$ cat config.mk
export PLATFORM = sky130hd
export DESIGN_NAME = crc_strip
export DESIGN_NICKNAME = d
export VERILOG_FILES = /design/src/hw/rx_pkg.sv /design/src/hw/crc_strip.sv
export SDC_FILE = /design/constraint.sdc
export NUM_CORES = 1
export LEC_CHECK = 0
export ABC_AREA = 1
export ABC_CLOCK_PERIOD_IN_PS = 3170
export BUFFER_PORTS_ARGS = -buffer_cell sky130_fd_sc_hd__buf_2
export CORE_AREA = 2 2 81 161
export DETAILED_ROUTE_END_ITERATION = 6
export DIE_AREA = 0 0 83 163
export GPL_TIMING_DRIVEN = 0
export PLACE_DENSITY = 0.81
export SYNTH_ARGS = -nofsm -noshare
export SYNTH_HDL_FRONTEND = slang
export SYNTH_SLANG_ARGS = --single-unit
$ cat constraint.sdc
create_clock -name clk125MHz -period 3.17 [get_ports clk125MHz]
set_input_delay 0.951 -clock clk125MHz [delete_from_list [all_inputs] [get_ports clk125MHz]]
set_output_delay 0.951 -clock clk125MHz [all_outputs]
set_load 0.02 [all_outputs]
$ cat src/hw/rx_pkg.sv
`default_nettype none

package rx_pkg;

	// frame memory layout
	localparam int SLOT_BITS = 7;
	localparam int MAX_COPIES = 5;
	localparam int ADDR_W = 10;
	localparam int MAX_PAYLOAD = 127;

	// ethernet framing and reflected crc32
	localparam logic [31:0] CRC_RESIDUE = 32'hDEBB20E3;
	localparam logic [31:0] CRC_POLY = 32'hEDB88320;
	localparam logic [7:0] PRE_BYTE = 8'h55;
	localparam logic [7:0] SFD_BYTE = 8'hD5;

	// code 2'b11 falls back to a single copy
	typedef enum logic [1:0] {RED_1 = 2'b00, RED_3 = 2'b01, RED_5 = 2'b10} redundancy_e;

	typedef enum logic [1:0] {SFD_HUNT, SFD_PAYLOAD, SFD_SKIP} sfd_state_e;

	typedef enum logic [1:0] {WR_IDLE, WR_STORE, WR_CLOSE, WR_WAIT_VOTE} wr_state_e;

	typedef enum logic [1:0] {V_IDLE, V_READ_LEN, V_READ_BYTE, V_EMIT} vote_state_e;

endpackage

`default_nettype wire
$ cat src/hw/crc_strip.sv
`timescale 1ns/1ps
`default_nettype none

module crc_strip import rx_pkg::*; (
	input wire clk125MHz,
	input wire reset,
	input wire [7:0] pay_data,
	input wire pay_strobe,
	input wire pay_start,
	input wire pay_end,
	output logic [7:0] frm_data,
	output logic frm_strobe,
	output logic frm_start,
	output logic frm_end,
	output logic crc_ok,
	output logic [15:0] good_frames,
	output logic [15:0] bad_frames
);

	logic [31:0] crc;
	logic [31:0] crc_n;
	logic [7:0] dly [4];
	logic [2:0] fill;
	logic res_match;

	// lsb first, one bit per step
	function automatic logic [31:0] crc_byte(input logic [31:0] c, input logic [7:0] d);
		logic [31:0] r;
		r = c;
		for (int i = 0; i < 8; i++) begin
			r = (r[0] ^ d[i]) ? ((r >> 1) ^ CRC_POLY) : (r >> 1);
		end
		return r;
	endfunction

	// last byte can arrive together with pay_end
	assign crc_n = pay_strobe ? crc_byte(crc, pay_data) : crc;
	assign res_match = (crc_n == CRC_RESIDUE);

	always_ff @(posedge clk125MHz) begin
		if (reset) begin
			crc <= '1;
			fill <= '0;
			frm_strobe <= 1'b0;
			frm_start <= 1'b0;
			frm_end <= 1'b0;
			crc_ok <= 1'b0;
			good_frames <= '0;
			bad_frames <= '0;
		end else begin
			frm_strobe <= pay_strobe && (fill == 3'd4);
			frm_start <= pay_start;
			frm_end <= pay_end;
			if (pay_start) begin
				crc <= '1;
				fill <= '0;
			end else begin
				crc <= crc_n;
				if (pay_strobe && fill != 3'd4) fill <= fill + 3'd1;
			end
			if (pay_end) begin
				crc_ok <= res_match;
				if (res_match && good_frames != 16'hFFFF) good_frames <= good_frames + 16'd1;
				if (!res_match && bad_frames != 16'hFFFF) bad_frames <= bad_frames + 16'd1;
			end
		end
	end

	// four byte delay holds back the fcs
	always_ff @(posedge clk125MHz) begin
		if (pay_strobe) begin
			dly[0] <= pay_data;
			dly[1] <= dly[0];
			dly[2] <= dly[1];
			dly[3] <= dly[2];
			frm_data <= dly[3];
		end
	end

endmodule

`default_nettype wire

# After elaboration in Yosys (flattened, before gate mapping)
# Memory sizes are Yosys's and may differ from the RTL's. A register that Yosys moved wholly into a read port is not among the register bits.
# Index checks and enable logic that the tools add are counted.
[op_classes]
muxes = 11
reduce_logical = 8
n_bitwise = 16
addsub = 3
n_eq_ne = 5
[op_table]
columns = ["operator", "count"]
rows = [
  ["32-bit two-way mux", 9],
  ["13-bit NOT with 14-bit output", 8],
  ["16-bit by 1-bit adder with 16-bit output (second input constant)", 2],
  ["32-bit equality test (second input constant)", 1],
  ["16-bit != test (second input constant)", 2],
  ["1-bit XOR", 8],
  ["1-bit logical AND", 4],
  ["2-bit AND reduction", 2],
  ["3-bit by 1-bit adder with 3-bit output (second input constant)", 1],
  ["3-bit equality test (second input constant)", 1],
  ["3-bit != test (second input constant)", 1],
  ["1-bit two-way mux", 2],
  ["2-bit OR reduction", 1],
  ["1-bit zero test", 1],
]
[totals]
out_inout_bits = 44
inputBits = 13
mem_bits_rw = 32
reg_bits = 71
wordCells = 52
mem_count = 1
[mem_list]
columns = ["memory", "depth", "word_bits", "read_ports", "rd_ports_with_merged_regs", "wr", "line", "source"]
rows = [
  ["dly", 4, 8, 4, 1, 4, "crc_strip.sv:22", "logic [7:0] dly [4];"],
]

# Depth between registers and ports, before layout
[depth]
depth_word = 21
depth_mapped = 21
ltp_nobuf = 20

# Worst setup path after synthesis
# Ideal clock, no wire load.
[synth_timing]
kind = "input-to-reg"
start = "input port pay_strobe"
end = "register bad_frames[12]"
setup_slack_ns = 0.419
setup_ns = 0.138
arrival_time_ns = 2.614
stages = 15
path_buffers = 3
required_time_ns = 3.032
path_cell_list = "buf_2 > inv_2 > clkbuf_1 > nand2_1 > nand2_1 > nand2_1 > nor2_1 > nand3_1 > nor2_2 > nand3_4 > nand2_1 > inv_2 > buf_6 > nand3_2 > a21oi_2"
[synth_between]
elab_chain_cells = 5
[synth_lines]
columns = ["element", "line", "source"]
rows = [
  ["from (decl)", "crc_strip.sv:8", "input wire pay_strobe,"],
  ["32-bit two-way mux", "crc_strip.sv:37", "assign crc_n = pay_strobe ? crc_byte(crc, pay_data) : crc;"],
  ["32-bit equality test", "crc_strip.sv:38", "assign res_match = (crc_n == CRC_RESIDUE);"],
  ["1-bit zero test", "crc_strip.sv:64", "if (!res_match && bad_frames != 16'hFFFF) bad_frames <= bad_frames + 16'd1;"],
  ["1-bit logical AND", "crc_strip.sv:64", ""],
  ["2-bit AND reduction (no line)", "--", ""],
  ["to (signal assigned)", "crc_strip.sv:64", ""],
  ["to (decl)", "crc_strip.sv:17", "output logic [15:0] bad_frames"],
]
# Every way passes these cells.
# A chain may end at the register's enable or synchronous reset.

# Worst setup path in the final report
[layout_timing]
start = "input port pay_data[1]"
end = "register bad_frames[7]"
[layout_between]
elab_chain_cells = 17
word_cells_on_any_way = 20
cone_classes = "1 x eq/ne; 8 x mux; 8 x bitwise; 3 x reduce/logical"
[layout_lines]
columns = ["element", "line", "source"]
rows = [
  ["from (decl)", "crc_strip.sv:7", "input wire [7:0] pay_data,"],
  ["1-bit XOR *", "crc_strip.sv:31", "r = (r[0] ^ d[i]) ? ((r >> 1) ^ CRC_POLY) : (r >> 1);"],
  ["32-bit two-way mux *", "crc_strip.sv:31", ""],
  ["13-bit NOT with 14-bit output (no line) / 32-bit two-way mux (equally long branches)", "--", ""],
  ["32-bit two-way mux * (2 in a row)", "crc_strip.sv:31", ""],
  ["13-bit NOT with 14-bit output (no line) / 32-bit two-way mux (equally long branches)", "--", ""],
  ["32-bit two-way mux *", "crc_strip.sv:31", ""],
  ["13-bit NOT with 14-bit output (no line) / 32-bit two-way mux (equally long branches)", "--", ""],
  ["32-bit two-way mux *", "crc_strip.sv:31", ""],
  ["13-bit NOT with 14-bit output (no line) / 32-bit two-way mux (equally long branches)", "--", ""],
  ["32-bit two-way mux * (2 in a row)", "crc_strip.sv:31", ""],
  ["32-bit two-way mux *", "crc_strip.sv:37", ""],
  ["32-bit equality test *", "crc_strip.sv:38", ""],
  ["1-bit zero test *", "crc_strip.sv:64", ""],
  ["1-bit logical AND *", "crc_strip.sv:64", ""],
  ["2-bit AND reduction (no line) *", "--", ""],
]
# Every way passes the cells marked *; elsewhere a longest branch is shown, timed or not.

==> flow_summary.json <==
{
  "synth_common_cells": "nand2_1 (348), nand3_1 (106), nor2_1 (77), inv_1 (76), dfxtp_1 (71)",
  "clkLatencyLatePin_ps": 360,
  "detail_route.vias_per_cell": 5.42,
  "pwr-share-comb_pct": 19.7,
  "yosysTopAreaCellShare_pct": 21.4,
  "p_leak_nw": 3.56,
  "syn_avg_cell_area_um2": 7.02,
  "detailedPlace.worstSlack_ps": -895,
  "place_area_um2": 7100,
  "yosys-top-cells-area": "dfxtp_1 (21%), nand2_1 (20%), edfxtp_1 (18%), nand3_1 (8.0%), nor2_1 (4.4%)",
  "antenna_found_initial": 0,
  "startpoint_type": "input port",
  "setup_ws_ps": 174,
  "synth_async_sr_flop_share_pct": 0,
  "hold_end": "dly[2][6]$_DFFE_PP_",
  "rows": 58,
  "drtAntennaViolNets": 0,
  "ys.warnings.count": 0,
  "cts_buffers": 9,
  "ys_seq_elements": 111,
  "dp_hpwl_um": 12500,
  "io_buffers": 55,
  "yosys.area.top_type": "dfxtp_1",
  "n_fill_cell": 1163,
  "hp-class": "reg2reg",
  "seq_area_frac_synth_pct": 39.5,
  "cp_data_required_time_ps": 3380,
  "grt_pass1_vias": 5784,
  "multi_input_area_um2": 3530,
  "cpMostUsedCell": "nand2_1",
  "swShare_pct": 31.2,
  "ctsRootBufferMaster": "clkbuf_16",
  "area_delta_synth_final_pct": 11.5,
  "p_per_area_nw_per_um2": 447,
  "clock_sinks": 111,
  "grt.total_usage_pct": 24.8,
  "synth_top_flop_cell": "dfxtp_1",
  "utilization_pct": 59.6,
  "whs_ps": 415,
  "layout.nets": 1028,
  "finalWirelength_um": 16800,
  "core-area_um2": 12400,
  "syn_nets": 962,
  "grt_pass1_wl_um": 27100,
  "crit_path_max_incr_delay_ps": 190,
  "max_freq_mhz": 334,
  "slowest_stage": "nand2_2",
  "drt-initial-drc-count": 442,
  "r2r_cells": 18,
  "worst-path-buf-inv": 5,
  "drv_cap": 0,
  "netlist_instances": 945,
  "period_needed_ps": 3000,
  "intPower_mw": 2.27,
  "timing.rr.start": "crc[0]$_SDFF_PP1_",
  "syn_area_um2": 6630,
  "switchingPower_mw": 1.03,
  "die_h_um": 163,
  "slew_violations": 0,
  "wl_per_cell_um": 14.4,
  "diodes": 0,
  "fin_crit_sh_pct": 94.5,
  "synth.most_common_cell": "nand2_1",
  "synth-edff-count": 40,
  "gp_congestion": 0.940,
  "clock_skew_ps": 17.1,
  "register_area_um2": 2620,
  "hold_violations": 0,
  "drive_gt1_share_pct": 18.1,
  "grt_overflow": 0,
  "grt_max_degree": 42,
  "cts_buffer_depth": 2,
  "critical_path.top_delay_family": "simple AND/OR/NAND/NOR gates",
  "setup_viol": 0,
  "seq_power_share_pct": 47.5,
  "die_x_um": 83,
  "dieArea_um2": 13500,
  "worst_slew_pin_slew_ps": 713,
  "slew_headroom_pct": 52.3,
  "stdcell_area_um2": 7400,
  "cp_max_fo": 10,
  "holdPathStages": 0,
  "status": "completed",
  "ioPinCount": 57,
  "end_kind": "flip-flop",
  "rsz0062_at_grt": "false",
  "num_vias": 6324,
  "path_cells": "buf_2, inv_2, nand2_1, nand2_2, nand2_2, nand2_8, inv_4, nand2_2, nand3_2, nand2_1, nand2_1, nor2_1, nand3_1, nor2_2, nand3_4, nand2_1, inv_2, buf_6, nand3_2, a21oi_2",
  "htreeDepth": 3,
  "cts_hold_buffers": 0,
  "r2r_slack_ps": 490,
  "holdCritStartpoint": "dly[1][6]$_DFFE_PP_",
  "clkTransAtPathRegs_ps": 90,
  "synthDistinctLibCells": 37,
  "drt_pass1_iterations": 7,
  "drc": 0,
  "vdd_drop_max_mv": 0.404,
  "crit_type": "in2reg",
  "power_frac_clock_pct": 32.8,
  "tritoncts": "built",
  "rr_endpoint": "bad_frames[7]$_SDFFE_PP0P_",
  "start_util_pct": 53.5,
  "cp.arrival_ps": 3210
}
per-stage QoR:
| stage | setup TNS [ps] | power [mW] | cells |
|---|---|---|---|
| 2_1_floorplan | 0 | 2.07 | 945 |
| 3_3_place_gp | -24270 | 2.22 | 1150 |
| 3_5_place_dp | -27280 | 2.24 | 1150 |
| 4_1_cts | 0 | 3.32 | 1166 |
| 5_1_grt | 0 | 3.46 | 1166 |
| 6_report | 0 | 3.31 | 1166 |
per-layer routing:
layer  routed length, um  global-route usage [%]  part of all wire, %
met4                 857                    14.3                  5.1
met2                8060                    41.4                   48
met5                   0                       0                    0
met1                6910                    30.7                   41
met3                 963                    2.89                  5.7
worst reg2reg max path: stages, from the launching register on:
cell and delay, ps:
dfxtp_1 480, inv_2 100, nand2_2 120, nand2_4 110, nand2_2 100, nand2_4 110, nand2_1 120, nand3_2 130
nand2_1 130, nand2_1 60, nor2_1 180, nand3_1 130, nor2_2 180, nand3_4 120, nand2_1 90, inv_2 80
buf_6 160, nand3_2 70, a21oi_2 50
what timing repair did:
action                     in CTS  in global routing
setup endpoints to repair      33                 33
pin swaps                       0                  1
resized for setup               3                  4
setup buffers                   0                  1
worst max path at each step:
stage	from	end	slack, ps	cells after the start
3_3_place_gp	pay_strobe	bad_frames[13]$_SDFFE_PP0P_	-800	17
6_report	pay_data[1]	bad_frames[7]$_SDFFE_PP0P_	170	20
5_1_grt	pay_data[5]	good_frames[11]$_SDFFE_PP0P_	9	20
3_5_place_dp	pay_strobe	bad_frames[7]$_SDFFE_PP0P_	-890	17
4_1_cts	pay_strobe	bad_frames[7]$_SDFFE_PP0P_	30	17
2_1_floorplan	pay_strobe	bad_frames[12]$_SDFFE_PP0P_	420	15
cells in the final DEF (no fill, tap or decap), drive strengths merged, types with 12 or more instances in the layout:
master	instances
nand4	25
inv	97
nor2	83
xor2	19
dfxtp	71
nor3	12
clkbuf	20
nand3	119
o21ai	12
edfxtp	40
buf	67
a21oi	31
nand2	399
power by group through the flow:
stage / clock network (mW) / logic, mW / registers (mW)
floorplan: 0 / 0.461 / 1.60
global placement: 0 / 0.619 / 1.60
detailed placement: 0 / 0.633 / 1.60
CTS: 1.11 / 0.637 / 1.57
global route: 1.16 / 0.724 / 1.58
finish: 1.09 / 0.651 / 1.57
state kept, by name (all words and copies together) (netlist names), 3 cells and up:
register	flops
dly	32
frm_data	8
crc	32
fill	3
good_frames	16
bad_frames	16
logic make-up (layout without fill, tap and decap cells):
group | count (synthesis) | count (layout) | synth area share [%]
DFF | 111 | 111 | 39.5
xor gates and xnor gates | 22 | 22 | 2.90
buffers and inverters | 117 | 188 | 7.32
and+or+nand+nor | 646 | 646 | 45.5
adders and majority gates | 4 | 4 | 0.754
AOI/OAI and AO/OA | 45 | 45 | 4.04
layout make-up:
cell class | instances | area share [%]
buffer | 22 | 1.74
clock buffer | 9 | 3.05
clock inverter | 7 | 0.711
inverter | 94 | 4.80
multi-input combinational | 717 | 47.7
sequential | 111 | 35.5
tap | 150 | 2.54
timing repair buffer | 56 | 3.96
No activity file was read; power rests on OpenSTA's default activity.
