## src/hw/rx_pkg.sv

```systemverilog
`default_nettype none

package rx_pkg;

	// frame memory layout
	localparam int SLOT_BITS = 7;
	localparam int MAX_COPIES = 5;
	localparam int ADDR_W = 10;
	localparam int MAX_PAYLOAD = 127;

	// ethernet framing and reflected crc32
	localparam logic [31:0] CRC_RESIDUE = 32'hDEBB20E3;
	localparam logic [31:0] CRC_POLY = 32'hEDB88320;
	localparam logic [7:0] PRE_BYTE = 8'h55;
	localparam logic [7:0] SFD_BYTE = 8'hD5;

	// code 2'b11 falls back to a single copy
	typedef enum logic [1:0] {RED_1 = 2'b00, RED_3 = 2'b01, RED_5 = 2'b10} redundancy_e;

	typedef enum logic [1:0] {SFD_HUNT, SFD_PAYLOAD, SFD_SKIP} sfd_state_e;

	typedef enum logic [1:0] {WR_IDLE, WR_STORE, WR_CLOSE, WR_WAIT_VOTE} wr_state_e;

	typedef enum logic [1:0] {V_IDLE, V_READ_LEN, V_READ_BYTE, V_EMIT} vote_state_e;

endpackage

`default_nettype wire
```

## src/hw/wb_if.sv

```systemverilog
`timescale 1ns/1ps
`default_nettype none

interface wb_if import rx_pkg::*; ();

	logic [ADDR_W-1:0] adr;
	logic [7:0] dat_w;
	logic [7:0] dat_r;
	logic we;
	logic stb;
	logic cyc;
	logic ack;

	modport master (
		output adr, dat_w, we, stb, cyc,
		input dat_r, ack
	);

	modport slave (
		input adr, dat_w, we, stb, cyc,
		output dat_r, ack
	);

endinterface

`default_nettype wire

```

## src/hw/copy_writer.sv

```systemverilog
`timescale 1ns/1ps
`default_nettype none

module copy_writer import rx_pkg::*; (
	input wire clk125MHz,
	input wire reset,
	input var redundancy_e redundancy,
	input wire [7:0] frm_data,
	input wire frm_strobe,
	input wire frm_start,
	input wire frm_end,
	input wire crc_ok,
	input wire vote_done,
	output logic group_ready,
	output logic [2:0] group_copies,
	output logic [15:0] dropped_frames,
	wb_if.master wb
);

	wr_state_e state;
	logic [2:0] copies;
	logic [SLOT_BITS-1:0] len;
	logic overrun;
	logic too_long;
	logic crc_good;
	logic len_sent;
	logic drop_now;

	assign wb.we = 1'b1;

	// missed start, vote busy, or lost bytes
	assign drop_now = (frm_end && (state == WR_WAIT_VOTE || state == WR_IDLE)) ||
		(state == WR_CLOSE && !wb.cyc && crc_good && (overrun || too_long));

	always_ff @(posedge clk125MHz) begin
		if (reset) begin
			state <= WR_IDLE;
			copies <= '0;
			group_copies <= 3'd1;
			group_ready <= 1'b0;
			wb.cyc <= 1'b0;
			wb.stb <= 1'b0;
			len <= '0;
			overrun <= 1'b0;
			too_long <= 1'b0;
			crc_good <= 1'b0;
			len_sent <= 1'b0;
		end else begin
			group_ready <= 1'b0;
			if (wb.ack) begin
				wb.cyc <= 1'b0;
				wb.stb <= 1'b0;
			end
			case (state)
				WR_IDLE: if (frm_start) begin
					// group size fixed at first copy
					if (copies == '0) begin
						case (redundancy)
							RED_3: group_copies <= 3'd3;
							RED_5: group_copies <= 3'(MAX_COPIES);
							default: group_copies <= 3'd1;
						endcase
					end
					len <= '0;
					overrun <= 1'b0;
					too_long <= 1'b0;
					len_sent <= 1'b0;
					state <= WR_STORE;
				end
				WR_STORE: begin
					if (frm_strobe) begin
						if (wb.cyc) begin
							overrun <= 1'b1;
						end else if (len == SLOT_BITS'(MAX_PAYLOAD)) begin
							too_long <= 1'b1;
						end else begin
							wb.cyc <= 1'b1;
							wb.stb <= 1'b1;
							wb.adr <= {copies, len + 7'd1};
							wb.dat_w <= frm_data;
							len <= len + 7'd1;
						end
					end
					if (frm_end) begin
						crc_good <= crc_ok;
						state <= WR_CLOSE;
					end
				end
				WR_CLOSE: if (!wb.cyc) begin
					if (!crc_good || overrun || too_long) begin
						// slot gets reused by next frame
						state <= WR_IDLE;
					end else if (!len_sent) begin
						wb.cyc <= 1'b1;
						wb.stb <= 1'b1;
						wb.adr <= {copies, 7'd0};
						wb.dat_w <= {1'b0, len};
						len_sent <= 1'b1;
					end else begin
						copies <= copies + 3'd1;
						if (copies + 3'd1 == group_copies) begin
							group_ready <= 1'b1;
							state <= WR_WAIT_VOTE;
						end else begin
							state <= WR_IDLE;
						end
					end
				end
				WR_WAIT_VOTE: if (vote_done) begin
					copies <= '0;
					state <= WR_IDLE;
				end
				default: state <= WR_IDLE;
			endcase
		end
	end

	always_ff @(posedge clk125MHz) begin
		if (reset) dropped_frames <= '0;
		else if (drop_now && dropped_frames != 16'hFFFF) dropped_frames <= dropped_frames + 16'd1;
	end

	a_no_stb_on_ack: assert property (@(posedge clk125MHz) disable iff (reset)
		$rose(wb.stb) |-> !wb.ack);

endmodule

`default_nettype wire

```

## src/flat_wrapper.sv

```systemverilog
// flat-port wrapper written by rule: the top's interface ports become plain ports
module copy_writer_flat import rx_pkg::*;
  (clk125MHz, reset, redundancy, frm_data, frm_strobe, frm_start, frm_end, crc_ok, vote_done, group_ready, group_copies, dropped_frames, wb_adr, wb_dat_w, wb_we, wb_stb, wb_cyc, wb_dat_r, wb_ack);
  wb_if wb_i ();
  input wire clk125MHz;
  input wire reset;
  input var redundancy_e redundancy;
  input wire [7:0] frm_data;
  input wire frm_strobe;
  input wire frm_start;
  input wire frm_end;
  input wire crc_ok;
  input wire vote_done;
  output logic group_ready;
  output logic [2:0] group_copies;
  output logic [15:0] dropped_frames;
  output wire logic [$bits(wb_i.adr)-1:0] wb_adr;
  output wire logic [$bits(wb_i.dat_w)-1:0] wb_dat_w;
  output wire logic [$bits(wb_i.we)-1:0] wb_we;
  output wire logic [$bits(wb_i.stb)-1:0] wb_stb;
  output wire logic [$bits(wb_i.cyc)-1:0] wb_cyc;
  input wire logic [$bits(wb_i.dat_r)-1:0] wb_dat_r;
  input wire logic [$bits(wb_i.ack)-1:0] wb_ack;
  assign wb_adr = wb_i.adr;
  assign wb_dat_w = wb_i.dat_w;
  assign wb_we = wb_i.we;
  assign wb_stb = wb_i.stb;
  assign wb_cyc = wb_i.cyc;
  assign wb_i.dat_r = wb_dat_r;
  assign wb_i.ack = wb_ack;
  copy_writer u_core (.clk125MHz(clk125MHz), .reset(reset), .redundancy(redundancy), .frm_data(frm_data), .frm_strobe(frm_strobe), .frm_start(frm_start), .frm_end(frm_end), .crc_ok(crc_ok), .vote_done(vote_done), .group_ready(group_ready), .group_copies(group_copies), .dropped_frames(dropped_frames), .wb(wb_i));
endmodule
```

## config.mk

```make
export PLATFORM = sky130hd
export DESIGN_NAME = copy_writer_flat
export DESIGN_NICKNAME = d
export VERILOG_FILES = /design/src/hw/rx_pkg.sv /design/src/hw/wb_if.sv /design/src/hw/copy_writer.sv /design/src/flat_wrapper.sv
export SDC_FILE = /design/constraint.sdc
export NUM_CORES = 1
export LEC_CHECK = 0
export BUFFER_PORTS_ARGS = -buffer_cell sky130_fd_sc_hd__buf_2
export CORE_UTILIZATION = 53
export CTS_CLUSTER_SIZE = 30
export DETAILED_ROUTE_END_ITERATION = 6
export GPL_TIMING_DRIVEN = 1
export PLACE_DENSITY = 0.79
export SLEW_MARGIN = 40
export SYNTH_ARGS = -nofsm -noshare
export SYNTH_HDL_FRONTEND = slang
export SYNTH_SLANG_ARGS = --single-unit
export TNS_END_PERCENT = 10
```

## constraint.sdc

```tcl
create_clock -name clk125MHz -period 2.7 [get_ports clk125MHz]
set_input_delay 0.27 -clock clk125MHz [delete_from_list [all_inputs] [get_ports clk125MHz]]
set_output_delay 0.27 -clock clk125MHz [all_outputs]
set_load 0.02 [all_outputs]
```

After elaboration in Yosys (flattened, before gate mapping) --
Cells that the tools add are included.
Word-level totals: register bits after elaboration 56, logic and storage cells 130
Cells by class: equal/unequal tests 21, reduce and logical (&&, ||, !) cells 28, multiplexer cells 61, add/sub/neg operators 3, bitwise operators 3
Operators by type and width (count):
- 2-to-1 mux 10 bit | 6
- 2-to-1 mux 8 bit | 6
- 2-to-1 mux 7 bit | 4
- 2-to-1 mux 1 bit | 23
- case mux 10 bit (2 select lines) | 1
- AND reduction 5 bit | 4
- inequality test 2 bit (second input constant) | 9
- adder 16 x 1 -> 16 bit (second input constant) | 1
- inequality test 16 bit (second input constant) | 1
- case mux 8 bit (2 select lines) | 1
- 2-to-1 mux 2 bit | 7
- case mux 7 bit (2 select lines) | 1
- 2-to-1 mux 3 bit | 4
- case mux 3 bit (2 select lines) | 2
- case mux 1 bit (2 select lines) | 5
- case mux 2 bit (4 select lines) | 1
- AND reduction 4 bit | 2
- AND reduction 8 bit | 1
- nonzero test 2 bit | 4
- adder 7 x 1 -> 7 bit (second input constant) | 1
- == test 7 bit (second input constant) | 1
- == test 2 bit (second input constant) | 3
- inequality test 2 x 1 -> 1 bit (second input constant) | 3
- logical AND 1 bit | 5
- 12 further kinds | 20

Logic depth before layout (Yosys ltp) --
depth in word-level cells 7, gate-level depth with buffers 8, depth with buffers taken out 7

Least setup slack after synthesis --
No wires, ideal clock.
path type register to register, start register u_core.len[0], end register u_core.wb.adr[0], enable pin, stages on the path, launching flop included 7, path buffers 1, period minus slack after synthesis 2.244 ns, path slack 0.456 ns, required time 2.325 ns, data arrival time 1.869 ns, setup time 0.375 ns, path through dfxtp_1 > ha_1 > and4_1 > clkbuf_1 > and3_1 > o21ai_0 > and4_1
Between the ends: cells in the longest elaborated chain, start to end 3
Ends and longest elaborated chain:
- from (decl) | RTL line copy_writer.sv:22 | logic [SLOT_BITS-1:0] len;
- from (signal assigned) | RTL line copy_writer.sv:81 | len <= len + 7'd1;
- == test 7 bit | RTL line copy_writer.sv:74 | end else if (len == SLOT_BITS'(MAX_PAYLOAD)) begin
- inequality test 2 bit (no source line)
- AND reduction 8 bit (no source line)
- to (signal assigned) | RTL line copy_writer.sv:79 | wb.adr <= {copies, len + 7'd1};
- to (signal assigned) | RTL line copy_writer.sv:96 | wb.adr <= {copies, 7'd0};
- to (decl) | RTL line wb_if.sv:15 | output adr, dat_w, we, stb, cyc,
No other way between the ends. A chain may end at the register's enable or synchronous reset.

Worst setup path after layout --
start register u_core.len[0], end register u_core.wb.adr[5], enable pin
Same word-level chain as after synthesis.

==> results.yml <==
route:
  postRouteAntennaNets: 0
  via_per_inst: 5.52
  drc_errors: 0
  vias: 2275
  drtPass1Iterations: 4
  wl_per_cell_um: 13.1
  drtIter0Drc: 150
  drt_wl_total_mm: 5.41
yosys:
  ys_ff_latch: 55
  seq_area_frac_synth: 0.465
  yosysUniqueCellTypes: 53
  yosys_warnings: 0
  synth_cells: 290
  synth_edf_count: 18
  synth_most_common_cell: "dfxtp_1"
  yosysTopAreaCell: "dfxtp_1"
  avgSynthCellArea_sq_um: 9.50
  synth-main-ff-cell: "dfxtp_1"
  async_reset_ff_frac: 0
  synthTopCellsByCount: "37 x dfxtp_1, 33 x nor2_1, 22 x a21oi_1"
  netlist_top_cells_area: "dfxtp_1 27%, edfxtp_1 20%, xnor2_1 4.8%"
  synth_top_area_share: 0.269
  syn_area_sq_mm: 0.00276
sta:
  finClkSkew_ps: 9.13
  fin_crit_ps: 2460
  worst_pin_slew_ps: 772
  relSlewSlack: 0.485
  setup_violations: 0
  setup_tns_ps: 0
  finalHoldViolCount: 0
  slew_violations: 0
  fin_crit_sh: 0.910
  holdWs_ps: 227
  clock.fmax_mhz: 407
  fin_ws_ps: 244
  rsz0062_at_grt: "false"
status:
  outcome: "complete, no violations"
global_routing:
  grt_pass1_vias: 2044
  grt_max_degree: 37
  grt_usage: 0.210
  antenna_found_initial: 0
  grt_pass1_wl_mm: 8.96
  overflow: 0
cts:
  cts-htree-levels: 2
  clk_latency_ps: 310
  clk_path_buf_depth: 2
  clock-sinks: 55
  cts_resized: 0
  post-cts-setup-buffers: 0
  cts.hold.buffers_added: 0
  path_clk_slew_ps: 90
  cts_tree: "done"
  numCtsBuffers: 5
  clock-root-buffer: "clkbuf_8"
worst_setup_path:
  startpoint: "u_core.len[0]$_SDFFE_PP0P_"
  critical_path_arrival_ps: 2390
  critPathKind: "flop to flop"
  r2r-start: "u_core.len[0]$_SDFFE_PP0P_"
  start_kind: "flop"
  worstSetupEndpointType: "flop"
  required_ps: 2640
  path_max_fanout: 18
placed_design:
  hpwl_mm: 3.91
  place_ws_ps: 256
  dpl_cell_area_sq_mm: 0.00309
  io_buffers: 56
  place.gp.congestion: 0.846
power:
  power.static_leakage_uw: 0.00126
  irDropWorstVdd_uv: 313
  p_total_uw: 2170
  power_per_cell_area_mw_per_mm2: 677
layout:
  n_fill_cell: 396
  nNetsFinal: 378
  area_growth_pct: 16.1
  layout-drive-gt1-share: 0.246
  num_antenna_cells: 0
  final_area_sq_mm: 0.00320
run:
  maxCapViolations: 0
floorplanning:
  rows: 25
  fp.dieArea_sq_mm: 0.00549
  ios: 67
  core-area_sq_mm: 0.00485
  start_util: 0.568
  die_y_um: 74.1
  fp.dieW_um: 74.1
min_path:
  hold_start: "crc_ok"
  hp-class: "primary input to flop"
==> path summary, 6_finish.rpt <==
path                            depth (start not counted)                              to  slack [ps]
worst max register to register                          5  u_core.wb.adr[5]$_SDFFCE_PP0P_         240
worst min register to register                          2    u_core.crc_good$_SDFFE_PP0P_         490
worst max-delay path                                    5  u_core.wb.adr[5]$_SDFFCE_PP0P_         240
worst min-delay path                                    3    u_core.crc_good$_SDFFE_PP0P_         230
==> critical path, cell delays in order, from the launching register on <==
cell and delay (ps):
dfxtp_1 370, ha_1 290, and4_1 280, and3_1 260
o21ai_0 160, and4_1 720
==> power breakdown <==
group | internal, uW | total [uW] | switching [uW]
clock network | 278 | 533 | 255
registers | 963 | 1010 | 49.7
logic | 221 | 621 | 400
total | 1460 | 2170 | 705
==> registers in the layout, summed over array words and instances, names as in the netlist <==
signal,flops
u_core.copies,3
u_core.crc_good,1
u_core.dropped_frames,16
u_core.group_copies,2
u_core.group_ready,1
u_core.len,7
u_core.len_sent,1
u_core.overrun,1
u_core.state,2
u_core.too_long,1
u_core.wb.adr,10
u_core.wb.cyc,1
u_core.wb.dat_w,8
u_core.wb.stb,1
==> through the flow <==
step                      cells  utilization
after floorplan             291            -
after global placement      404        0.638
after detailed placement    404        0.638
after CTS                   412        0.660
after global routing        412        0.660
final                       412        0.660
==> cell families after synthesis <==
logic type               synth area share
other                             0.00136
multiplexers                       0.0322
AND/OR/NAND/NOR                     0.248
adder cells (fa/ha/maj)            0.0363
AO/OA/AOI/OAI                       0.116
buffers and inverters              0.0381
flip-flops                          0.465
XOR/XNOR                           0.0636
==> metal layers <==
metal,track usage,share of wire,up-vias
li1,-,-,1149
met3,0.0379,0.053,7
met4,0.0684,0.012,0
met5,0,0,-
met1,0.266,0.47,1036
met2,0.361,0.46,83
==> placed cells by master, fill, tap and decap left out, drive strengths merged, types with 2 or more instances in the layout <==
cell | netlist | routed
nand3b | 3 | 3
buf | 5 | 61
nor2 | 33 | 33
nand2 | 18 | 18
mux2 | 7 | 7
nand2b | 5 | 5
a31oi | 4 | 4
or3 | 2 | 2
a31o | 3 | 3
nor3 | 9 | 9
nor4 | 8 | 8
nand3 | 14 | 14
a21boi | 2 | 2
and3 | 5 | 5
inv | 10 | 10
nor3b | 3 | 3
xnor2 | 15 | 15
dfxtp | 37 | 37
o21ai | 8 | 8
a21oi | 23 | 23
ha | 8 | 8
xor2 | 5 | 5
edfxtp | 18 | 18
and4 | 3 | 3
conb | 1 | 2
nand4 | 6 | 6
nor2b | 5 | 5
nor4b | 4 | 4
a32oi | 2 | 2
a211oi | 2 | 2
clkbuf | 10 | 7
or2 | 2 | 2
==> area by class of cell <==
cell class                 instances  area (sq um)  area share
clock buffer                       7          76.3      0.0239
clock inverter                     1          30.0     0.00939
sequential                        55          1280       0.400
tap                               67          83.8      0.0262
timing repair buffer              61           318      0.0993
inverter                          10          37.5      0.0117
multi-input combinational        211          1370       0.429
No activity file was read; power rests on OpenSTA's default activity.
