File: src/hw/rx_pkg.sv
`default_nettype none

package rx_pkg;

	// frame memory layout
	localparam int SLOT_BITS = 7;
	localparam int MAX_COPIES = 5;
	localparam int ADDR_W = 10;
	localparam int MAX_PAYLOAD = 127;

	// ethernet framing and reflected crc32
	localparam logic [31:0] CRC_RESIDUE = 32'hDEBB20E3;
	localparam logic [31:0] CRC_POLY = 32'hEDB88320;
	localparam logic [7:0] PRE_BYTE = 8'h55;
	localparam logic [7:0] SFD_BYTE = 8'hD5;

	// code 2'b11 falls back to a single copy
	typedef enum logic [1:0] {RED_1 = 2'b00, RED_3 = 2'b01, RED_5 = 2'b10} redundancy_e;

	typedef enum logic [1:0] {SFD_HUNT, SFD_PAYLOAD, SFD_SKIP} sfd_state_e;

	typedef enum logic [1:0] {WR_IDLE, WR_STORE, WR_CLOSE, WR_WAIT_VOTE} wr_state_e;

	typedef enum logic [1:0] {V_IDLE, V_READ_LEN, V_READ_BYTE, V_EMIT} vote_state_e;

endpackage

`default_nettype wire
File: src/hw/wb_if.sv
`timescale 1ns/1ps
`default_nettype none

interface wb_if import rx_pkg::*; ();

	logic [ADDR_W-1:0] adr;
	logic [7:0] dat_w;
	logic [7:0] dat_r;
	logic we;
	logic stb;
	logic cyc;
	logic ack;

	modport master (
		output adr, dat_w, we, stb, cyc,
		input dat_r, ack
	);

	modport slave (
		input adr, dat_w, we, stb, cyc,
		output dat_r, ack
	);

endinterface

`default_nettype wire

File: src/hw/majority_voter.sv
`timescale 1ns/1ps
`default_nettype none

module majority_voter import rx_pkg::*; (
	input wire clk125MHz,
	input wire reset,
	input wire group_ready,
	input wire [2:0] group_copies,
	output logic vote_done,
	output logic [7:0] out_data,
	output logic out_valid,
	output logic out_last,
	output logic vote_error,
	wb_if.master wb
);

	vote_state_e state;
	logic [2:0] ncopies;
	logic [2:0] c;
	logic [SLOT_BITS-1:0] k;
	logic [SLOT_BITS-1:0] len0;
	logic [SLOT_BITS-1:0] len_n;
	logic mismatch;
	logic last_byte;
	logic [2:0] ones [8];
	logic [2:0] ones_n [8];
	logic [7:0] vote_n;

	// read only master
	assign wb.we = 1'b0;
	assign wb.dat_w = 8'h00;

	assign len_n = (c == '0) ? wb.dat_r[SLOT_BITS-1:0] : len0;
	assign last_byte = (k == len0 - 7'd1);

	// ones per bit, first copy restarts the count
	always_comb begin
		for (int b = 0; b < 8; b++) begin
			ones_n[b] = ((c == '0) ? 3'd0 : ones[b]) + {2'b00, wb.dat_r[b]};
			vote_n[b] = {ones_n[b], 1'b0} > {1'b0, ncopies};
		end
	end

	always_ff @(posedge clk125MHz) begin
		if (reset) begin
			state <= V_IDLE;
			vote_done <= 1'b0;
			out_valid <= 1'b0;
			out_last <= 1'b0;
			vote_error <= 1'b0;
			wb.cyc <= 1'b0;
			wb.stb <= 1'b0;
			c <= '0;
			k <= '0;
			mismatch <= 1'b0;
		end else begin
			vote_done <= 1'b0;
			case (state)
				V_IDLE: if (group_ready) begin
					ncopies <= group_copies;
					c <= '0;
					mismatch <= 1'b0;
					wb.cyc <= 1'b1;
					wb.stb <= 1'b1;
					wb.adr <= '0;
					state <= V_READ_LEN;
				end
				V_READ_LEN: if (wb.ack) begin
					wb.stb <= 1'b0;
					len0 <= len_n;
					if (c != '0 && wb.dat_r != {1'b0, len0}) mismatch <= 1'b1;
					if (c != ncopies - 3'd1) begin
						c <= c + 3'd1;
						wb.adr <= {c + 3'd1, 7'd0};
					end else if (len_n == '0) begin
						// nothing stored, release the group
						wb.cyc <= 1'b0;
						vote_done <= 1'b1;
						state <= V_IDLE;
					end else begin
						c <= '0;
						k <= '0;
						wb.adr <= {3'd0, 7'd1};
						state <= V_READ_BYTE;
					end
				end else if (!wb.stb) begin
					wb.stb <= 1'b1;
				end
				V_READ_BYTE: if (wb.ack) begin
					wb.stb <= 1'b0;
					ones <= ones_n;
					if (c == ncopies - 3'd1) begin
						out_data <= vote_n;
						out_valid <= 1'b1;
						out_last <= last_byte;
						vote_error <= mismatch && last_byte;
						state <= V_EMIT;
					end else begin
						c <= c + 3'd1;
						wb.adr <= {c + 3'd1, k + 7'd1};
					end
				end else if (!wb.stb) begin
					wb.stb <= 1'b1;
				end
				V_EMIT: begin
					out_valid <= 1'b0;
					out_last <= 1'b0;
					vote_error <= 1'b0;
					if (out_last) begin
						wb.cyc <= 1'b0;
						vote_done <= 1'b1;
						state <= V_IDLE;
					end else begin
						k <= k + 7'd1;
						c <= '0;
						wb.adr <= {3'd0, k + 7'd2};
						state <= V_READ_BYTE;
					end
				end
				default: state <= V_IDLE;
			endcase
		end
	end

	a_no_output_in_idle: assert property (@(posedge clk125MHz) disable iff (reset)
		out_valid |-> state != V_IDLE);

endmodule

`default_nettype wire

File: src/flat_wrapper.sv
// flat-port wrapper written by rule: the top's interface ports become plain ports
module majority_voter_flat import rx_pkg::*;
  (clk125MHz, reset, group_ready, group_copies, vote_done, out_data, out_valid, out_last, vote_error, wb_adr, wb_dat_w, wb_we, wb_stb, wb_cyc, wb_dat_r, wb_ack);
  wb_if wb_i ();
  input wire clk125MHz;
  input wire reset;
  input wire group_ready;
  input wire [2:0] group_copies;
  output logic vote_done;
  output logic [7:0] out_data;
  output logic out_valid;
  output logic out_last;
  output logic vote_error;
  output wire logic [$bits(wb_i.adr)-1:0] wb_adr;
  output wire logic [$bits(wb_i.dat_w)-1:0] wb_dat_w;
  output wire logic [$bits(wb_i.we)-1:0] wb_we;
  output wire logic [$bits(wb_i.stb)-1:0] wb_stb;
  output wire logic [$bits(wb_i.cyc)-1:0] wb_cyc;
  input wire logic [$bits(wb_i.dat_r)-1:0] wb_dat_r;
  input wire logic [$bits(wb_i.ack)-1:0] wb_ack;
  assign wb_adr = wb_i.adr;
  assign wb_dat_w = wb_i.dat_w;
  assign wb_we = wb_i.we;
  assign wb_stb = wb_i.stb;
  assign wb_cyc = wb_i.cyc;
  assign wb_i.dat_r = wb_dat_r;
  assign wb_i.ack = wb_ack;
  majority_voter u_core (.clk125MHz(clk125MHz), .reset(reset), .group_ready(group_ready), .group_copies(group_copies), .vote_done(vote_done), .out_data(out_data), .out_valid(out_valid), .out_last(out_last), .vote_error(vote_error), .wb(wb_i));
endmodule
File: config.mk
export PLATFORM = sky130hd
export DESIGN_NAME = majority_voter_flat
export DESIGN_NICKNAME = d
export VERILOG_FILES = /design/src/hw/rx_pkg.sv /design/src/hw/wb_if.sv /design/src/hw/majority_voter.sv /design/src/flat_wrapper.sv
export SDC_FILE = /design/constraint.sdc
export NUM_CORES = 1
export LEC_CHECK = 0
export BUFFER_PORTS_ARGS = -buffer_cell sky130_fd_sc_hd__buf_4
export CAP_MARGIN = 20
export CORE_MARGIN = 1
export CORE_UTILIZATION = 50
export DETAILED_ROUTE_END_ITERATION = 16
export GPL_TIMING_DRIVEN = 1
export HOLD_SLACK_MARGIN = 0.08
export PLACE_DENSITY = 0.7
export SETUP_SLACK_MARGIN = 0.1
export SLEW_MARGIN = 10
export SYNTH_ARGS = -nofsm -noshare
export SYNTH_HDL_FRONTEND = slang
export SYNTH_SLANG_ARGS = --single-unit
File: constraint.sdc
create_clock -name clk125MHz -period 8.93 [get_ports clk125MHz]
set_clock_uncertainty 0.1 [all_clocks]
set_input_delay 1.786 -clock clk125MHz [delete_from_list [all_inputs] [get_ports clk125MHz]]
set_output_delay 1.786 -clock clk125MHz [all_outputs]
set_load 0.02 [all_outputs]
[Yosys cells after proc, flatten, opt, wreduce, memory -nomap -nowiden]
Index checks and enable logic that the tools add are counted.
Storage, ports and cells
  word-level logic and storage cells: 151
  output and inout bits: 33
  register bits after elaboration: 71
  bits of input ports: 15
Cells by class
  multiplexer cells: 64
  equal/unequal tests: 19
  $lt $le $gt $ge: 8
  add/sub/neg operators: 13
  reduce and logical (&&, ||, !) cells: 24
  bitwise logic cells: 1
Operators by type and width (count)
  10-bit two-way mux: 7
  3-bit two-way mux: 15
  10-bit one-hot mux with 4 select lines: 1
  7-bit two-way mux: 5
  4-bit by 3-bit greater-than comparator with 1-bit output: 8
  3-bit by 1-bit adder with 3-bit output: 8
  1-bit two-way mux: 19
  2-bit two-way mux: 7
  2-bit != test (second input constant): 7
  7-bit one-hot mux with 2 select lines: 1
  1-bit one-hot mux with 2 select lines: 6
  3-bit one-hot mux with 4 select lines: 1
  3-bit AND reduction: 4
  6-bit AND reduction: 2
  5-bit AND reduction: 2
  2-bit by 1-bit != test with 1-bit output (second input constant): 4
  8-bit by 7-bit != test with 1-bit output: 1
  2-bit one-hot mux with 4 select lines: 1
  4-bit AND reduction: 2
  2-bit nonzero test: 4
  7-bit by 1-bit adder with 7-bit output (second input constant): 1
  7-bit by 2-bit adder with 7-bit output (second input constant): 1
  7-bit equality test: 1
  7-bit logical NOT: 1
  other kinds (17): 20

[Depth between registers and ports, before layout]
  word-level depth: 7
  mapped depth: 13
  mapped depth without buffers: 10

[Worst setup path after synthesis]
Ideal clock, no wire load.
  kind: input to register
  start point: input reset
  end point: register u_core.ones[0] (netlist bit), enable pin
  buffers on the path: 1
  data required time: 8395 ps
  stages: 2
  library setup time: 435 ps
  arrival: 3660 ps
  slack: 4734 ps
  cells stage by stage: clkbuf_1 -> nor3_1
Between the ends
  word-level cells in the longest chain between the ends: 2
RTL lines
  start: declaration: line flat_wrapper.sv:6  | input wire reset;
  1-bit inverter (no line)
  3-bit AND reduction (no line)
  end signal: assignment: line majority_voter.sv:91  | ones <= ones_n;
  end: declaration: line majority_voter.sv:25  | logic [2:0] ones [8];
Every way passes these cells.
A chain may end at the register's enable or synchronous reset.

[Final worst setup path]
  start point: input wb_dat_r[4]
  end point: register u_core.wb.adr[6], enable pin
Between the ends
  word-level cells in the longest chain between the ends: 4
RTL lines
  start: declaration: line flat_wrapper.sv:19  | input wire logic [$bits(wb_i.dat_r)-1:0] wb_dat_r;
  7-bit two-way mux: line majority_voter.sv:33  | assign len_n = (c == '0) ? wb.dat_r[SLOT_BITS-1:0] : len0;
  7-bit logical NOT: line majority_voter.sv:75  | end else if (len_n == '0) begin
  3-bit by 2-bit != test with 1-bit output (no line)
  7-bit AND reduction (no line)
  end signal: assignment: line majority_voter.sv:74  | wb.adr <= {c + 3'd1, 7'd0};
  end signal: assignment: line majority_voter.sv:83  | wb.adr <= {3'd0, 7'd1};
  end signal: assignment: line majority_voter.sv:100  | wb.adr <= {c + 3'd1, k + 7'd1};
  end: declaration: line wb_if.sv:15  | output adr, dat_w, we, stb, cyc,
Every way passes these cells.

==> impl_metrics.tcl <==
set metrics [dict create \
    status "finished, violations left" \
    violations "DRC" \
    cp_max_fo 10 \
    overflow 0 \
    yosysTopAreaCell "edfxtp_1" \
    cp-end-kind "flop" \
    rsz0062_at_grt "false" \
    grt_pass1_vias 2928 \
    htreeDepth 3 \
    hold_path_class "flop to flop" \
    final_cell_area_sq_um 4710 \
    synth.yosys.seq_area_share_pct 46.2 \
    port_buffers 38 \
    cp_slowest_stage_delay_ns 0.50 \
    ys_types 55 \
    final_cell_mix "52 x edfxtp_1, 42 x ha_1, 40 x buf_4" \
    worst_setup_path_start_kind "input pin" \
    initial_core_util_pct 51.4 \
    final_nets 482 \
    antenna_found_initial 0 \
    synthCells 395 \
    cts_setup_buffers 0 \
    drc_errors 1 \
    tightest_slew_ns 1.05 \
    crit_family "simple AND/OR/NAND/NOR gates" \
    final_hold_viol_count 0 \
    finalCritPeriodShare_pct 42.3 \
    cts_tree "built" \
    avgRoutedWirePerCell_um 16.2 \
    die_area_sq_um 8780 \
    regToRegSetupSlack_ns 5.57 \
    utilization_pct 57.6 \
    dp_hpwl_um 6190 \
    total_power_uw 819 \
    syn_area_per_cell_sq_um 10.6 \
    finalWirelength_um 8660 \
    cap_violations 0 \
    cts_buffers 9 \
    path_class "input pin to flop" \
    tns_ns 0 \
    ctsHoldBuffers 0 \
    p_leak_uw 0.00192 \
    cts_sinks 71 \
    num_io_pins 48 \
    final_common_cell "edfxtp_1" \
    syn_area_sq_um 4200 \
    yosys_warnings 0 \
    rows 33 \
    cts_resized 0 \
    via_count 3014 \
    vias_per_cell 5.63 \
    crit_top_cell "or4_1" \
    chipWidth_um 93.7 \
    critical_path_buf_inv_count 1 \
    ys.flop_type "edfxtp_1" \
    cp.required_ns 8.88 \
    slew_viol_final 0 \
    setup_ws_ns 5.15 \
    clkLatencyLatePin_ns 0.35 \
    drtIter0Drc 223 \
    diodes 0 \
    dr.pass1.iters 11 \
    power_density_nw_per_um2 174 \
    clkTransAtPathRegs_ns 0.08 \
    slew_headroom_pct 29.9 \
    max-vdd-ir-drop_uv 78.6 \
    postRouteAntennaNets 0 \
    max_freq_mhz 265 \
    setup_viol 0 \
    die_h_um 93.7 \
    critPathArrivalTime_ns 3.73 \
    crit_slowest_cell "or4_1" \
    place_area_sq_um 4520 \
    place.gp.congestion 0.806 \
    cts_buffer_depth 2 \
    period_minus_slack_ns 3.78 \
    grt_max_degree 35 \
    cp_cell_sequence "buf_4 > or4_1 > or4_1 > a21oi_1 > o31ai_1 > nand3_1 > nor2_1" \
    synth_area_leaders "edfxtp_1 37%, ha_1 13%, dfxtp_1 9.0%" \
    core-area_sq_um 8180 \
    synthArstFlopShare_pct 0 \
    yosysTopAreaCellShare_pct 37.1 \
    grt_pass1_wl_um 14400 \
    synth_edf_count 52 \
    drive_above_1_share_pct 19.3 \
    ys_seq_elements 71 \
    root_buffer "clkbuf_8" \
    syn2layout_area_growth_pct 12.0 \
    grtUsageTotal_pct 21.7 \
    pre_cts_ws_ns 4.81 \
]
power by group:
group | total (uW) | switching [uW] | internal, uW
Clock | 253 | 125 | 128
Sequential | 388 | 11.9 | 376
Combinational | 178 | 112 | 66.0
Total | 819 | 248 | 570
layer usage:
metal  up-vias  wire [um]  GRT usage (%)
met4         0        211           10.8
met2        77       4020           33.5
met5         -          0              0
met1      1436       4020           29.6
li1       1480          -              -
met3        21        406           3.56
metrics by stage:
step | hold slack [ns] | cells
after floorplan | 0.354 | 403
after global placement | 0.388 | 519
after CTS | 0.400 | 535
final | 0.399 | 535
after detailed placement | 0.390 | 519
after global routing | 0.454 | 535
worst paths after layout:
path / cells past startpoint / start / endpoint
setup / recovery: 7 / wb_dat_r[4] / u_core.wb.adr[6]$_DFFE_PP_
hold / removal: 2 / u_core.mismatch$_SDFFE_PP0P_ / u_core.mismatch$_SDFFE_PP0P_
setup reg to reg: 7 / u_core.ncopies[0]$_DFFE_PP_ / u_core.out_data[5]$_DFFE_PP_
hold reg to reg: 2 / u_core.mismatch$_SDFFE_PP0P_ / u_core.mismatch$_SDFFE_PP0P_
area by class of cell:
cell class / instances / area (sq um)
Fill cell: 719 / 3470
Clock buffer: 10 / 128
Sequential cell: 71 / 1940
Clock inverter: 6 / 61.3
Timing Repair Buffer: 40 / 300
Multi-Input combinational cell: 287 / 2080
Inverter: 16 / 60.1
Tap cell: 105 / 131
kinds of logic (layout without fill, tap and decap cells):
kind of cell | after synthesis | count (layout) | synth area share, %
mux | 10 | 10 | 2.65
buf+inv | 45 | 72 | 5.06
simple gates | 123 | 123 | 15.7
flops | 71 | 71 | 46.2
other cells | 1 | 9 | 0.0892
compound gates | 78 | 78 | 12.3
xor+xnor | 25 | 25 | 5.54
fa+ha+maj | 42 | 42 | 12.5
registers in the layout (all words and copies together) (netlist names):
signal             count
u_core.len0            7
u_core.wb.adr         10
u_core.out_last        1
u_core.vote_done       1
u_core.c               3
u_core.vote_error      1
u_core.out_data        8
u_core.ones           24
u_core.wb.stb          1
u_core.wb.cyc          1
u_core.k               7
u_core.state           2
u_core.ncopies         3
u_core.out_valid       1
u_core.mismatch        1
worst register-to-register path: stages (launching register included):
cell      delay (ns)
edfxtp_1        0.39
clkinv_1        0.33
ha_1            0.35
xnor3_1         0.30
nand3_1         0.18
nor2_2          0.40
nand2_1         0.13
nor2_1          0.79
cells in the mapped netlist (3+ instances only):
cell / instances
a21o_1: 3
xnor2_1: 9
a31oi_1: 11
a21oi_1: 27
or4_1: 4
nor3_1: 5
or3_1: 3
mux2_2: 9
nand4_1: 5
inv_1: 14
and2_1: 18
nor4_1: 4
edfxtp_1: 52
buf_4: 9
nor2_1: 24
nand2_1: 20
a211oi_1: 4
xor2_1: 15
and3_1: 3
o31ai_1: 3
a311oi_1: 3
or2_2: 11
o21ai_0: 10
dfxtp_1: 19
nor3b_1: 3
nand2b_1: 11
clkbuf_1: 16
ha_1: 42
nand3_1: 8
Power figures use the tool's default switching activity.
